$ cat config.mk
export PLATFORM = sky130hd
export DESIGN_NAME = vaddsub
export DESIGN_NICKNAME = d
export VERILOG_FILES = /design/src/common/vector_pkg.sv /design/src/vaddsub/vaddsub.sv /design/src/vaddsub/vaddsub_round.sv /design/src/vaddsub/vaddsub_normalize.sv /design/src/vaddsub/vaddsub_align.sv /design/src/rtl/lead_zero_count.sv
export SDC_FILE = /design/constraint.sdc
export NUM_CORES = 1
export LEC_CHECK = 0
export ABC_AREA = 1
export BUFFER_PORTS_ARGS = -buffer_cell sky130_fd_sc_hd__buf_2
export CAP_MARGIN = 0
export CORE_MARGIN = 10
export CORE_UTILIZATION = 39
export CTS_CLUSTER_SIZE = 12
export DETAILED_ROUTE_END_ITERATION = 10
export MAX_ROUTING_LAYER = met4
export PLACE_DENSITY_LB_ADDON = 0.2
export SKIP_LAST_GASP = 1
export SYNTH_ARGS = -nofsm -noshare
export SYNTH_HDL_FRONTEND = slang
export SYNTH_SLANG_ARGS = --single-unit
$ cat constraint.sdc
create_clock -name CLK -period 6.5 [get_ports CLK]
set_input_delay 0.65 -clock CLK [delete_from_list [all_inputs] [get_ports CLK]]
set_output_delay 0.65 -clock CLK [all_outputs]
set_load 0.01 [all_outputs]
$ cat src/common/vector_pkg.sv
`default_nettype none

package vector_pkg;

  // binary16 field widths
  localparam int EXP_W  = 5;
  localparam int FRAC_W = 10;
  localparam int SIG_W  = FRAC_W + 1;  // hidden bit included
  localparam int GRS_W  = 3;           // guard, round, sticky
  localparam int EXT_W  = SIG_W + GRS_W;
  localparam int SUM_W  = EXT_W + 1;   // room for the adder carry

  localparam int EXP_MAX = 31;         // inf / nan exponent

  // canonical quiet nan, payload is never propagated
  localparam logic [15:0] FP16_QNAN = 16'h7E00;

  // leading-zero count wide enough to hold SUM_W itself
  localparam int LZ_W = 4;

  typedef struct packed {
    logic              sign;
    logic [EXP_W-1:0]  exp;
    logic [FRAC_W-1:0] frac;
  } fp16_fields_t;

  // one word, seen either as raw bits or as decoded fields
  typedef union packed {
    logic [15:0]  raw;
    fp16_fields_t fields;
  } fp16_t;

endpackage

`default_nettype wire
$ cat src/vaddsub/vaddsub.sv
`timescale 1ns/1ns
`default_nettype none

module vaddsub
  import vector_pkg::*;
(
  input  logic  CLK,
  input  logic  nRST,
  input  logic  enable,
  input  logic  sub,
  input  fp16_t port_a,
  input  fp16_t port_b,
  output fp16_t out,
  output logic  overflow
);

  // align -> normalize
  logic             s1_valid;
  logic             s1_special;
  fp16_t            s1_special_res;
  logic [SUM_W-1:0] s1_mag;
  logic [EXP_W-1:0] s1_exp;
  logic             s1_sign;

  // normalize -> round
  logic             s2_valid;
  logic             s2_special;
  fp16_t            s2_special_res;
  logic [EXT_W-1:0] s2_norm;
  logic [EXP_W:0]   s2_exp;
  logic             s2_sign;

  vaddsub_align u_align (
    .CLK            (CLK),
    .nRST           (nRST),
    .enable         (enable),
    .sub            (sub),
    .port_a         (port_a),
    .port_b         (port_b),
    .s1_valid       (s1_valid),
    .s1_special     (s1_special),
    .s1_special_res (s1_special_res),
    .s1_mag         (s1_mag),
    .s1_exp         (s1_exp),
    .s1_sign        (s1_sign)
  );

  vaddsub_normalize u_normalize (
    .CLK            (CLK),
    .nRST           (nRST),
    .s1_valid       (s1_valid),
    .s1_special     (s1_special),
    .s1_special_res (s1_special_res),
    .s1_mag         (s1_mag),
    .s1_exp         (s1_exp),
    .s1_sign        (s1_sign),
    .s2_valid       (s2_valid),
    .s2_special     (s2_special),
    .s2_special_res (s2_special_res),
    .s2_norm        (s2_norm),
    .s2_exp         (s2_exp),
    .s2_sign        (s2_sign)
  );

  vaddsub_round u_round (
    .CLK            (CLK),
    .nRST           (nRST),
    .s2_valid       (s2_valid),
    .s2_special     (s2_special),
    .s2_special_res (s2_special_res),
    .s2_norm        (s2_norm),
    .s2_exp         (s2_exp),
    .s2_sign        (s2_sign),
    .out            (out),
    .overflow       (overflow)
  );

endmodule

`default_nettype wire

$ cat src/vaddsub/vaddsub_round.sv
`timescale 1ns/1ns
`default_nettype none

module vaddsub_round
  import vector_pkg::*;
(
  input  logic             CLK,
  input  logic             nRST,
  input  logic             s2_valid,
  input  logic             s2_special,
  input  fp16_t            s2_special_res,
  input  logic [EXT_W-1:0] s2_norm,
  input  logic [EXP_W:0]   s2_exp,
  input  logic             s2_sign,
  output fp16_t            out,
  output logic             overflow
);

  logic [SIG_W-1:0] sig;
  logic             guard;
  logic             round;
  logic             sticky;
  logic             inc;
  logic             carry;
  logic [SIG_W-1:0] sig_rnd;
  logic [EXP_W:0]   exp_post;
  fp16_t            res;
  logic             ovf;

  assign sig    = s2_norm[EXT_W-1:GRS_W];
  assign guard  = s2_norm[2];
  assign round  = s2_norm[1];
  assign sticky = s2_norm[0];

  // ties go to the even significand
  assign inc = guard & (round | sticky | sig[0]);
  assign {carry, sig_rnd} = {1'b0, sig} + (SIG_W+1)'(inc);

  // a subnormal that rounds up into the hidden bit becomes exponent 1
  assign exp_post = (s2_exp == '0) ? (EXP_W+1)'(sig_rnd[SIG_W-1])
                                   : s2_exp + (EXP_W+1)'(carry);

  always_comb begin
    ovf = 1'b0;
    if (s2_special) begin
      res = s2_special_res;
    end else if (exp_post >= (EXP_W+1)'(EXP_MAX)) begin
      res.fields.sign = s2_sign;  // signed inf
      res.fields.exp  = EXP_W'(EXP_MAX);
      res.fields.frac = '0;
      ovf             = 1'b1;
    end else begin
      // exponent 0 packs as subnormal, hidden bit simply dropped
      res.fields.sign = s2_sign;
      res.fields.exp  = exp_post[EXP_W-1:0];
      res.fields.frac = sig_rnd[FRAC_W-1:0];  // zero after a carry
    end
  end

  always_ff @(posedge CLK or negedge nRST) begin
    if (!nRST) begin
      out.raw  <= '0;
      overflow <= 1'b0;
    end else begin
      out.raw  <= s2_valid ? res.raw : '0;
      overflow <= s2_valid & ovf;
    end
  end

endmodule

`default_nettype wire

$ cat src/vaddsub/vaddsub_normalize.sv
`timescale 1ns/1ns
`default_nettype none

module vaddsub_normalize
  import vector_pkg::*;
(
  input  logic             CLK,
  input  logic             nRST,
  input  logic             s1_valid,
  input  logic             s1_special,
  input  fp16_t            s1_special_res,
  input  logic [SUM_W-1:0] s1_mag,
  input  logic [EXP_W-1:0] s1_exp,
  input  logic             s1_sign,
  output logic             s2_valid,
  output logic             s2_special,
  output fp16_t            s2_special_res,
  output logic [EXT_W-1:0] s2_norm,
  output logic [EXP_W:0]   s2_exp,
  output logic             s2_sign
);

  logic [LZ_W-1:0]  lz;
  logic [LZ_W-1:0]  shl_want;
  logic [LZ_W-1:0]  shl;
  logic             mag_zero;
  logic             room;
  logic [SUM_W-1:0] shifted;
  logic [EXT_W-1:0] norm;
  logic [EXP_W:0]   exp_n;

  lead_zero_count u_lzc (
    .value (s1_mag),
    .count (lz)
  );

  assign mag_zero = (s1_mag == '0);

  // leading one belongs on bit EXT_W-1, one below the carry bit
  assign shl_want = lz - LZ_W'(1);
  assign room     = s1_exp > EXP_W'(shl_want);
  assign shl      = room ? shl_want : LZ_W'(s1_exp - EXP_W'(1));  // stop at subnormal
  assign shifted  = s1_mag << shl;

  always_comb begin
    if (s1_mag[SUM_W-1]) begin
      // carry out, drop one bit into sticky
      norm  = {s1_mag[SUM_W-1:2], s1_mag[1] | s1_mag[0]};
      exp_n = {1'b0, s1_exp} + (EXP_W+1)'(1);
    end else begin
      norm  = shifted[EXT_W-1:0];
      exp_n = room ? {1'b0, s1_exp - EXP_W'(shl)} : '0;
    end
  end

  always_ff @(posedge CLK or negedge nRST) begin
    if (!nRST) begin
      s2_valid <= 1'b0;
    end else begin
      s2_valid <= s1_valid;
    end
  end

  // exact cancellation is forced to +0
  always_ff @(posedge CLK) begin
    s2_special     <= s1_special | mag_zero;
    s2_special_res <= s1_special ? s1_special_res : fp16_t'('0);
    s2_norm        <= norm;
    s2_exp         <= exp_n;
    s2_sign        <= s1_sign;
  end

endmodule

`default_nettype wire

$ cat src/vaddsub/vaddsub_align.sv
`timescale 1ns/1ns
`default_nettype none

module vaddsub_align
  import vector_pkg::*;
(
  input  logic             CLK,
  input  logic             nRST,
  input  logic             enable,
  input  logic             sub,
  input  fp16_t            port_a,
  input  fp16_t            port_b,
  output logic             s1_valid,
  output logic             s1_special,
  output fp16_t            s1_special_res,
  output logic [SUM_W-1:0] s1_mag,
  output logic [EXP_W-1:0] s1_exp,
  output logic             s1_sign
);

  logic             sign_a;
  logic             sign_b;
  logic             nan_a;
  logic             nan_b;
  logic             inf_a;
  logic             inf_b;
  logic [SIG_W-1:0] sig_a;
  logic [SIG_W-1:0] sig_b;
  logic [EXP_W-1:0] exp_a;
  logic [EXP_W-1:0] exp_b;
  logic             swap;
  logic [EXP_W-1:0] exp_big;
  logic [EXP_W-1:0] exp_diff;
  logic [EXT_W-1:0] ext_big;
  logic [EXT_W-1:0] ext_small;
  logic [EXT_W-1:0] shift_mask;
  logic [EXT_W-1:0] ext_shift;
  logic             sticky;
  logic             sign_big;
  logic             sign_small;
  logic             special;
  fp16_t            special_res;
  logic [SUM_W-1:0] mag;

  assign sign_a = port_a.fields.sign;
  assign sign_b = port_b.fields.sign ^ sub;  // subtract flips b

  assign nan_a = (port_a.fields.exp == EXP_W'(EXP_MAX)) && (port_a.fields.frac != '0);
  assign nan_b = (port_b.fields.exp == EXP_W'(EXP_MAX)) && (port_b.fields.frac != '0);
  assign inf_a = (port_a.fields.exp == EXP_W'(EXP_MAX)) && (port_a.fields.frac == '0);
  assign inf_b = (port_b.fields.exp == EXP_W'(EXP_MAX)) && (port_b.fields.frac == '0);

  // hidden bit only for normals, subnormals behave as exponent 1
  assign sig_a = {port_a.fields.exp != '0, port_a.fields.frac};
  assign sig_b = {port_b.fields.exp != '0, port_b.fields.frac};
  assign exp_a = (port_a.fields.exp == '0) ? EXP_W'(1) : port_a.fields.exp;
  assign exp_b = (port_b.fields.exp == '0) ? EXP_W'(1) : port_b.fields.exp;

  always_comb begin
    special         = 1'b1;
    special_res.raw = FP16_QNAN;
    if (nan_a || nan_b || (inf_a && inf_b && (sign_a != sign_b))) begin
      special_res.raw = FP16_QNAN;  // inf - inf lands here too
    end else if (inf_a) begin
      special_res.fields.sign = sign_a;
      special_res.fields.exp  = EXP_W'(EXP_MAX);
      special_res.fields.frac = '0;
    end else if (inf_b) begin
      special_res.fields.sign = sign_b;
      special_res.fields.exp  = EXP_W'(EXP_MAX);
      special_res.fields.frac = '0;
    end else begin
      special = 1'b0;
    end
  end

  // larger magnitude goes first
  assign swap       = (exp_b > exp_a) || ((exp_b == exp_a) && (sig_b > sig_a));
  assign exp_big    = swap ? exp_b : exp_a;
  assign exp_diff   = swap ? (exp_b - exp_a) : (exp_a - exp_b);
  assign ext_big    = swap ? {sig_b, {GRS_W{1'b0}}} : {sig_a, {GRS_W{1'b0}}};
  assign ext_small  = swap ? {sig_a, {GRS_W{1'b0}}} : {sig_b, {GRS_W{1'b0}}};
  assign sign_big   = swap ? sign_b : sign_a;
  assign sign_small = swap ? sign_a : sign_b;

  // a shift past the width clears the word, mask then covers all of it
  assign shift_mask = ~({EXT_W{1'b1}} << exp_diff);
  assign sticky     = |(ext_small & shift_mask);
  assign ext_shift  = (ext_small >> exp_diff) | EXT_W'(sticky);

  assign mag = (sign_big == sign_small) ? ({1'b0, ext_big} + {1'b0, ext_shift})
                                        : ({1'b0, ext_big} - {1'b0, ext_shift});

  always_ff @(posedge CLK or negedge nRST) begin
    if (!nRST) begin
      s1_valid <= 1'b0;
    end else begin
      s1_valid <= enable;
    end
  end

  always_ff @(posedge CLK) begin
    s1_special     <= special;
    s1_special_res <= special_res;
    s1_mag         <= mag;
    s1_exp         <= exp_big;
    s1_sign        <= sign_big;
  end

endmodule

`default_nettype wire

$ cat src/rtl/lead_zero_count.sv
`timescale 1ns/1ns
`default_nettype none

module lead_zero_count
  import vector_pkg::*;
(
  input  logic [SUM_W-1:0] value,
  output logic [LZ_W-1:0]  count
);

  // scan from the lsb up so the highest set bit wins
  always_comb begin
    count = LZ_W'(SUM_W);  // all zeros
    for (int i = 0; i < SUM_W; i++) begin
      if (value[i]) begin
        count = LZ_W'(SUM_W - 1 - i);
      end
    end
  end

endmodule

`default_nettype wire

Word level (Yosys, flattened, before mapping)

Cells that the tools add are included.

Register bits: 95
Input bits: 36
Output and inout port bits: 17
Word-level logic and storage cells: 107

$add $sub $neg: 10
Magnitude comparators: 4
Eq/ne operators: 5
Shift operators: 3
Multiplexer cells: 37
Bitwise operators: 10
Reduce and logical (&&, ||, !) cells: 22

Operators by type and width:

| cell                                              | count |
|---|---|
| 2-to-1 mux 16 bit                                 | 4 |
| 2-to-1 mux 4 bit                                  | 15 |
| 2-to-1 mux 15 bit                                 | 2 |
| 2-to-1 mux 14 bit                                 | 2 |
| 2-to-1 mux 5 bit                                  | 5 |
| logical NOT 10 bit                                | 2 |
| nonzero test 10 bit                               | 2 |
| adder 14 x 14 -> 15 bit                           | 1 |
| logical NOT 15 bit                                | 1 |
| left shift 15 x 4 -> 14 bit                       | 1 |
| subtractor 14 x 14 -> 15 bit                      | 1 |
| bitwise AND 14 bit                                | 1 |
| inverter 14 bit                                   | 1 |
| OR 14 x 1 -> 14 bit                               | 1 |
| OR reduction 14 bit                               | 1 |
| left shift 14 x 5 -> 14 bit, first input constant | 1 |
| >> shifter 14 x 5 -> 14 bit                       | 1 |
| 2-to-1 mux 13 bit                                 | 1 |
| adder 11 x 1 -> 12 bit                            | 1 |
| 2-to-1 mux 6 bit                                  | 2 |
| > comparator 11 bit                               | 1 |
| equality test 5 bit, second input constant        | 2 |
| logical NOT 5 bit                                 | 2 |
| nonzero test 5 bit                                | 2 |
| 19 further kinds                                  | 38 |

Logic depth before layout (Yosys ltp)

Gate-level depths: netlist (run 1).

Depth in word-level cells: 21
Depth in mapped cells: 45
Gate-level depth less buffers: 43

Cells and area by module

Synthesis (run 1) repeated with hierarchy kept, for this count alone.

Cells, all modules: 1160
Area, all modules: 7578.5 um^2

By module, submodules not included:

| module            | instances | cells an instance | area an instance (um^2) | sequential area each (um^2) |
|---|---|---|---|---|
| vaddsub_align     | 1         | 614               | 3786.1                  | 505.5 |
| vaddsub_normalize | 1         | 336               | 2434.8                  | 785.8 |
| vaddsub_round     | 1         | 169               | 1176.1                  | 425.4 |
| lead_zero_count   | 1         | 41                | 181.4                   | 0.0 |

Least setup slack after synthesis (run 1)

Ideal clock, no wire load.

Path type: input port to flip-flop
Start: input port port_b[11] (netlist bit)
End: register u_align.s1_mag[13]
Setup time: 118 ps
Arrival: 5043 ps
Data required time: 6382 ps
Setup slack: 1339 ps
Cell stages on the path: 38
Path buffers: 2
Cell sequence: inv_1 -> nand4_1 -> inv_1 -> nor2_1 -> inv_1 -> ha_1 -> buf_4 -> nand3_2 -> nor2_1 -> o21ai_1 -> inv_2 -> nand2_4 -> nand2_4 -> buf_6 -> o21ai_4 -> nand2_4 -> nor2_4 -> inv_2 -> [... 2 more ...] -> nor2_1 -> nand2_1 -> nor2_4 -> ha_1 -> a31oi_1 -> xnor2_1 -> fa_1 -> a21oi_1 -> nor2_1 -> nor2_1 -> o21ai_0 -> a21oi_1 -> inv_1 -> a21oi_1 -> nor2_1 -> o21ai_0 -> nand2_1 -> xor2_1

Word-level cells in the longest chain between the ends: 13
Elaborated cells between the ends (all ways): 25
Those cells by class: 4 x add/sub; 2 x order compare; 2 x eq/ne; 2 x shift; 7 x mux; 3 x bitwise; 5 x reduce/logical

RTL lines:

| item                                                                  | line                 | text |
|---|---|---|
| start: declaration                                                    | vaddsub.sv:12        | `input fp16_t port_b,` |
| branches (longest 12 deep; another with subtractor 14 x 14 -> 15 bit) | --                   |  |
| 2-to-1 mux 15 bit (*)                                                 | vaddsub_align.sv:91  | `assign mag = (sign_big == sign_small) ? ({1'b0, ext_big} + {1'b0, ext_shift})` |
| via u_align.mag[13]                                                   | vaddsub_align.sv:43  | `logic [SUM_W-1:0] mag;` |
| end signal: assignment                                                | vaddsub_align.sv:105 | `s1_mag <= mag;` |
| end: declaration                                                      | vaddsub_align.sv:16  | `output logic [SUM_W-1:0] s1_mag,` |

Mark *: on every way through the listed nets, which the timed path passes.
A chain may end at the register's enable or synchronous reset.

Final worst setup path (run 1)

Start: input port port_b[11] (netlist bit)
End: register u_align.s1_mag[14]

Same word-level chain as after synthesis.

==> results.py, run 1 <==
metrics = {
    "pwr": {
        "netSwitchingFraction": 0.496,
        "pwr-share-comb": 0.657,
        "powerDensity_nw_per_um2": 475,
        "pwr-share-clk": 0.144,
        "power_frac_seq": 0.199,
        "peakVddDrop_uv": 220,
        "p_int_mw": 1.67,
        "cellLeakagePower_nw": 3.74,
        "power_switching_mw": 1.65,
    },
    "yosys": {
        "synth_nets": 1075,
        "synth_area_um2": 6250,
        "ys_seq_area_frac": 0.233,
        "yosysWarnings": 0,
        "syn_avg_cell_area_um2": 6.32,
        "synth.area.top_cells": "nand2_1 (16%), dfxtp_1 (16%), nand3_1 (13%)",
        "synth_flop_cell": "dfxtp_1",
        "synth.distinct_cells": 49,
        "synth-edff-count": 0,
        "synth-seq-cells": 68,
        "synthCells": 989,
        "synth_top_area_cell": "nand2_1",
        "yosysTopAreaCellShare": 0.159,
        "async_reset_ff_frac": 0.279,
    },
    "worst_setup_path": {
        "setup.worst_path.end_class": "register",
        "crit_path_frequent_cell": "nand2_1",
        "crit_arrival_ps": 5870,
        "path_class": "in -> reg",
        "cp_slowest_cell": "ha_1",
        "rr_startpoint": "u_align.s1_mag[2]",
        "crit_path_start_kind": "primary input",
        "slowest_delay_ps": 360,
        "crit_required_ps": 6720,
        "worstPathMaxFanout": 33,
        "worstSetupStartpoint": "port_b[11]",
    },
    "clocking": {
        "cts_setup_buffers": 0,
        "cts_buffers": 9,
        "clock_sinks": 68,
        "cts_hold_buf": 0,
        "cts_resized": 0,
        "cts_max_level": 3,
        "cts_tree": "built",
        "cts.path.max_buffers": 2,
        "path_clk_slew_ps": 50,
        "clock-root-buffer": "clkbuf_16",
        "clock_latency_ps": 330,
    },
    "layout": {
        "seqCellArea_um2": 1460,
        "n_fill_cell": 1715,
        "mostFrequentLayoutCell": "nand2_1",
        "antennaDiodeCount": 0,
        "multiInputGateArea_um2": 4140,
        "syn2layout_area_growth_pct": 11.7,
        "drive_above_1_share": 0.109,
        "fin_nets": 1115,
        "final_cell_mix": "nand2_1 (264), nand3_1 (166), inv_1 (118)",
        "stdcell_count": 1250,
    },
    "routing": {
        "vias": 6243,
        "detail-route-antenna-nets": 0,
        "top_layer": "met4",
        "wl_um": 16700,
        "drc_errors": 0,
        "drt_pass1_iterations": 5,
        "routed-wl-met3_um": 618,
        "wl_per_cell_um": 13.4,
        "wl_met2_um": 8190,
        "drt-vias-per-instance": 4.99,
        "wl_met1_um": 7410,
        "drt_iter0_markers": 442,
    },
    "floorplanning": {
        "initial_core_util": 0.396,
        "die_w_um": 147,
        "core_um2": 15800,
        "io_pins": 53,
        "dieArea_um2": 21500,
        "num_rows": 46,
        "die_h_um": 147,
    },
    "global_routing": {
        "grt_max_degree": 34,
        "gr-total-overflow": 0,
        "grt.total_usage": 0.160,
        "first_global_vias": 6071,
        "grt_pass1_wl_um": 28300,
        "antenna_found_initial": 0,
    },
    "timing": {
        "fin_crit_ps": 5650,
        "tns_ps": 0,
        "fin_hold_ws_ps": 235,
        "setup_violations": 0,
        "period_share": 0.869,
        "hold_viol": 0,
        "rsz0062_at_grt": "no",
        "fmax_mhz": 177,
        "fin_ws_ps": 853,
        "max_slew_margin": 0.553,
        "skew_ps": 8.76,
        "slew_viol_final": 0,
        "tightestPinTransition_ps": 669,
    },
    "placement": {
        "io_buffers": 52,
        "hpwl_um": 13800,
        "dp.cells": 1234,
        "gp_congestion": 0.912,
        "pre_cts_ws_ps": 523,
    },
    "flow_run": {
        "maxCapViolCount": 0,
    },
    "outcome": {
        "outcome": "complete, no violations",
    },
    "worst_hold_path": {
        "hp-class": "in -> async",
    },
}
-- power by group through the flow --
stage                     clock, mW  combinational, mW  sequential, mW
final                         0.477               2.18           0.659
after global routing          0.512               2.47           0.676
after CTS                     0.492               2.17           0.659
after detailed placement          0               2.16           0.667
after global placement            0               2.16           0.664
after floorplan                   0               1.64           0.666
-- stage by stage --
step / instance area [um^2] / total power, mW / util
2_1_floorplan: 6250 / 2.30 / -
3_3_place_gp: 6690 / 2.83 / 0.424
3_5_place_dp: 6690 / 2.83 / 0.424
4_1_cts: 6980 / 3.32 / 0.443
5_1_grt: 6980 / 3.66 / 0.443
6_report: 6980 / 3.32 / 0.443
-- path summary, 6_finish.rpt --
check	end	slack [ps]	cells past startpoint
worst max-delay path	u_align.s1_mag[14]	850	40
worst min-delay path	u_round.out[13]	240	1
worst max register to register	u_normalize.s2_exp[4]	1450	29
worst min register to register	u_normalize.s2_sign	330	0
max in group asynchronous	u_round.out[1]	5980	1
min in group CLK	u_normalize.s2_sign	330	0
-- metal layers --
layer  track usage  vias up
li1              -     3322
met1         0.184     2726
met2         0.269      162
met3        0.0229       33
met4        0.0711        0
met5             -        -
-- cell usage after synthesis, types with 4 or more instances --
cell type / instances
a211oi_1: 4
a21o_1: 4
a21oi_1: 32
a31oi_1: 4
buf_2: 5
buf_6: 4
clkbuf_1: 20
dfrtp_1: 19
dfxtp_1: 49
fa_1: 4
ha_1: 46
inv_1: 118
inv_2: 7
nand2_1: 264
nand2_2: 10
nand2_4: 5
nand3_1: 166
nand4_1: 13
nor2_1: 66
nor3_1: 11
nor4_1: 4
o21ai_0: 49
o21ai_1: 6
o22ai_1: 5
o31ai_1: 4
xnor2_1: 12
xor2_1: 21
-- state kept, by name, indices dropped and copies added, names as in the netlist --
| signal | flops |
|---|---|
| u_align.s1_exp | 5 |
| u_align.s1_mag | 15 |
| u_align.s1_sign | 1 |
| u_align.s1_special | 1 |
| u_align.s1_special_res | 2 |
| u_align.s1_valid | 1 |
| u_normalize.s2_exp | 6 |
| u_normalize.s2_norm | 14 |
| u_normalize.s2_sign | 1 |
| u_normalize.s2_special | 1 |
| u_normalize.s2_special_res | 3 |
| u_normalize.s2_valid | 1 |
| u_round.out | 16 |
| u_round.overflow | 1 |
-- cell families (layout without fill, tap and decap cells) --
kind of cell | count (synthesis) | after routing | synth area share
buffers and inverters | 162 | 207 | 0.105
adders and majority gates | 50 | 50 | 0.105
and+or+nand+nor | 555 | 555 | 0.398
DFF | 68 | 68 | 0.233
xor gates and xnor gates | 33 | 33 | 0.0462
AOI/OAI and AO/OA | 121 | 121 | 0.112
-- worst max-delay path, delay by kind of cell --
kind,cells,cell delay (ps)
compound gates,5,670
fa+ha+maj,3,920
buf+inv,6,770
simple gates,26,2850
-- area by class of cell --
type / instances / area share
well taps: 216 / 0.0387
clock buffers: 14 / 0.0378
clock inverters: 2 / 0.00502
repair buffers: 62 / 0.0480
multi-input cells: 759 / 0.592
flip-flops and latches: 68 / 0.209
inverters: 129 / 0.0697
(Power assumes the default switching activity.)
==> inputs of run 2 (changes only) <==
- ABC_AREA: 1 -> not set
==> run 2 against run 1 <==
  * Maximum frequency decreased by 6.6%
  * Sequential cell count unchanged
  * Hold slack improved by 6.0 ps
  * Utilization increased by 4.6 points
  * Largest cell class unchanged
==> results.py, run 2 <==
metrics = {
    "yosys": {
        "synth_flop_cell": "dfxtp_1",
        "synth_top_area_cell": "dfxtp_1",
        "synth-seq-cells": 68,
        "yosysWarnings": 0,
        "async_reset_ff_frac": 0.279,
        "ys_seq_area_frac": 0.226,
        "synthCells": 827,
        "synth_nets": 913,
        "synth_commonest_cells": "nand2_1 (77), nor2_1 (74), a21oi_1 (50), dfxtp_1 (49)",
        "yosysTopAreaCellShare": 0.152,
        "synth.distinct_cells": 83,
        "synth.most_common_cell": "nand2_1",
        "synth.area.top_cells": "dfxtp_1 (15%), ha_1 (8.9%), dfrtp_1 (7.4%)",
        "synth-edff-count": 0,
        "syn_avg_cell_area_um2": 7.81,
        "synth_area_um2": 6460,
    },
    "global_routing": {
        "grt_pass1_wl_um": 31800,
        "gr-total-overflow": 0,
        "grt.total_usage": 0.178,
        "first_global_vias": 6285,
        "antenna_found_initial": 0,
        "grt_max_degree": 34,
    },
    "layout": {
        "final_cell_mix": "buf_4 (83), nand2_1 (76), nor2_1 (73)",
        "fin_nets": 1019,
        "reg_top3": "u_round.out: 16 flops, u_align.s1_mag: 15 flops, u_normalize.s2_norm: 14 flops",
        "drive_above_1_share": 0.208,
        "antennaDiodeCount": 0,
        "syn2layout_area_growth_pct": 21.6,
        "mostFrequentLayoutCell": "buf_4",
        "max_flop_register": "u_round.out",
        "largest_reg_flops": 16,
    },
    "timing": {
        "fin_crit_ps": 6040,
        "fin_hold_ws_ps": 241,
        "slew_viol_final": 0,
        "max_slew_margin": 0.489,
        "tns_ps": 0,
        "skew_ps": 3.92,
        "fin_ws_ps": 457,
        "period_share": 0.930,
        "setup_violations": 0,
        "fmax_mhz": 165,
        "hold_viol": 0,
        "tightestPinTransition_ps": 759,
    },
    "clocking": {
        "cts_max_level": 3,
        "cts_tree": "built",
        "path_clk_slew_ps": 60,
        "clock-root-buffer": "clkbuf_16",
        "cts_buffers": 9,
        "clock_sinks": 68,
        "clock_latency_ps": 330,
        "cts.path.max_buffers": 2,
        "cts_hold_buf": 0,
    },
    "placement": {
        "hpwl_um": 15700,
        "io_buffers": 52,
        "pre_cts_ws_ps": -287,
        "gp_congestion": 0.959,
    },
    "worst_setup_path": {
        "cp_slowest_cell": "a2111oi_1",
        "path_class": "in -> reg",
        "crit_required_ps": 6710,
        "crit_path_start_kind": "primary input",
        "crit_arrival_ps": 6260,
        "setup.worst_path.end_class": "register",
        "worstPathMaxFanout": 11,
        "slowest_delay_ps": 650,
    },
    "floorplanning": {
        "core_um2": 16100,
        "die_h_um": 149,
        "dieArea_um2": 22100,
        "io_pins": 53,
        "num_rows": 46,
        "die_w_um": 149,
        "initial_core_util": 0.402,
    },
    "outcome": {
        "outcome": "complete, no violations",
    },
    "pwr": {
        "cellLeakagePower_nw": 3.51,
        "powerDensity_nw_per_um2": 434,
        "peakVddDrop_uv": 179,
    },
    "routing": {
        "wl_per_cell_um": 16.8,
        "drt_pass1_iterations": 5,
        "vias": 6557,
        "drc_errors": 0,
        "detail-route-antenna-nets": 0,
        "drt_iter0_markers": 577,
        "wl_um": 19400,
        "drt-vias-per-instance": 5.68,
    },
    "worst_hold_path": {
        "hp-class": "in -> async",
    },
    "flow_run": {
        "maxCapViolCount": 0,
    },
}
-- run 2: worst paths after layout --
check | startpoint | end | depth (start not counted) | slack [ps]
max in group asynchronous | nRST | u_round.out[4] | 1 | 5970
min in group CLK | u_align.s1_sign | u_normalize.s2_sign | 0 | 330
hold reg to reg | u_align.s1_sign | u_normalize.s2_sign | 0 | 330
setup reg to reg | u_align.s1_mag[1] | u_normalize.s2_exp[4] | 24 | 1650
hold / removal | nRST | u_round.out[9] | 1 | 240
setup / recovery | port_a[14] | u_align.s1_mag[14] | 31 | 460
-- run 2: metal layers --
metal | vias to the layer above | global-route usage | wire length, um
met5 | - | - | 0
met4 | 0 | 0.0619 | 614
met3 | 34 | 0.0215 | 902
met2 | 201 | 0.281 | 8890
met1 | 3078 | 0.231 | 8990
li1 | 3244 | - | -
-- run 2: what timing repair did --
item                       in CTS  in global routing
resized for setup               0                 22
buffers inserted                0                  3
setup endpoints to repair       0                  4
-- run 2: cell type report --
type,instances,area (um^2)
Tap cell,216,270
Multi-Input combinational cell,669,4720
Clock buffer,10,239
Timing Repair Buffer,137,923
Sequential cell,68,1460
Clock inverter,6,63.8
Inverter,48,180
Fill cell,1601,8210
-- run 2: cells by family (layout without fill, tap and decap cells) --
group | Yosys count | after routing | synth area share
xor gates and xnor gates | 48 | 48 | 0.0651
buffers and inverters | 90 | 201 | 0.0572
adders and majority gates | 50 | 50 | 0.102
and+or+nand+nor | 299 | 299 | 0.229
muxes | 49 | 49 | 0.0829
AOI/OAI and AO/OA | 223 | 223 | 0.239
DFF | 68 | 68 | 0.226
-- run 2: worst max-delay path, delay by kind of cell --
| family | cells | cell delay, ps |
|---|---|---|
| AOI/OAI and AO/OA | 14 | 2700 |
| xor gates and xnor gates | 2 | 340 |
| adders and majority gates | 3 | 810 |
| buffers and inverters | 3 | 380 |
| and+or+nand+nor | 9 | 1360 |
-- run 2: per-stage QoR --
step / power, mW / area (um^2) / util / std cells
after floorplan: 2.27 / 6460 / - / 827
after global placement: 2.88 / 7440 / 0.464 / 1135
after detailed placement: 2.89 / 7440 / 0.464 / 1135
after CTS: 3.40 / 7750 / 0.482 / 1151
after global routing: 3.71 / 7850 / 0.489 / 1154
final: 3.41 / 7850 / 0.489 / 1154
-- run 2: where the power goes --
| group | switching (mW) | internal [mW] |
|---|---|---|
| combinational | 1.17 | 1.00 |
| clock | 0.183 | 0.306 |
| sequential | 0.161 | 0.577 |
| total | 1.52 | 1.89 |
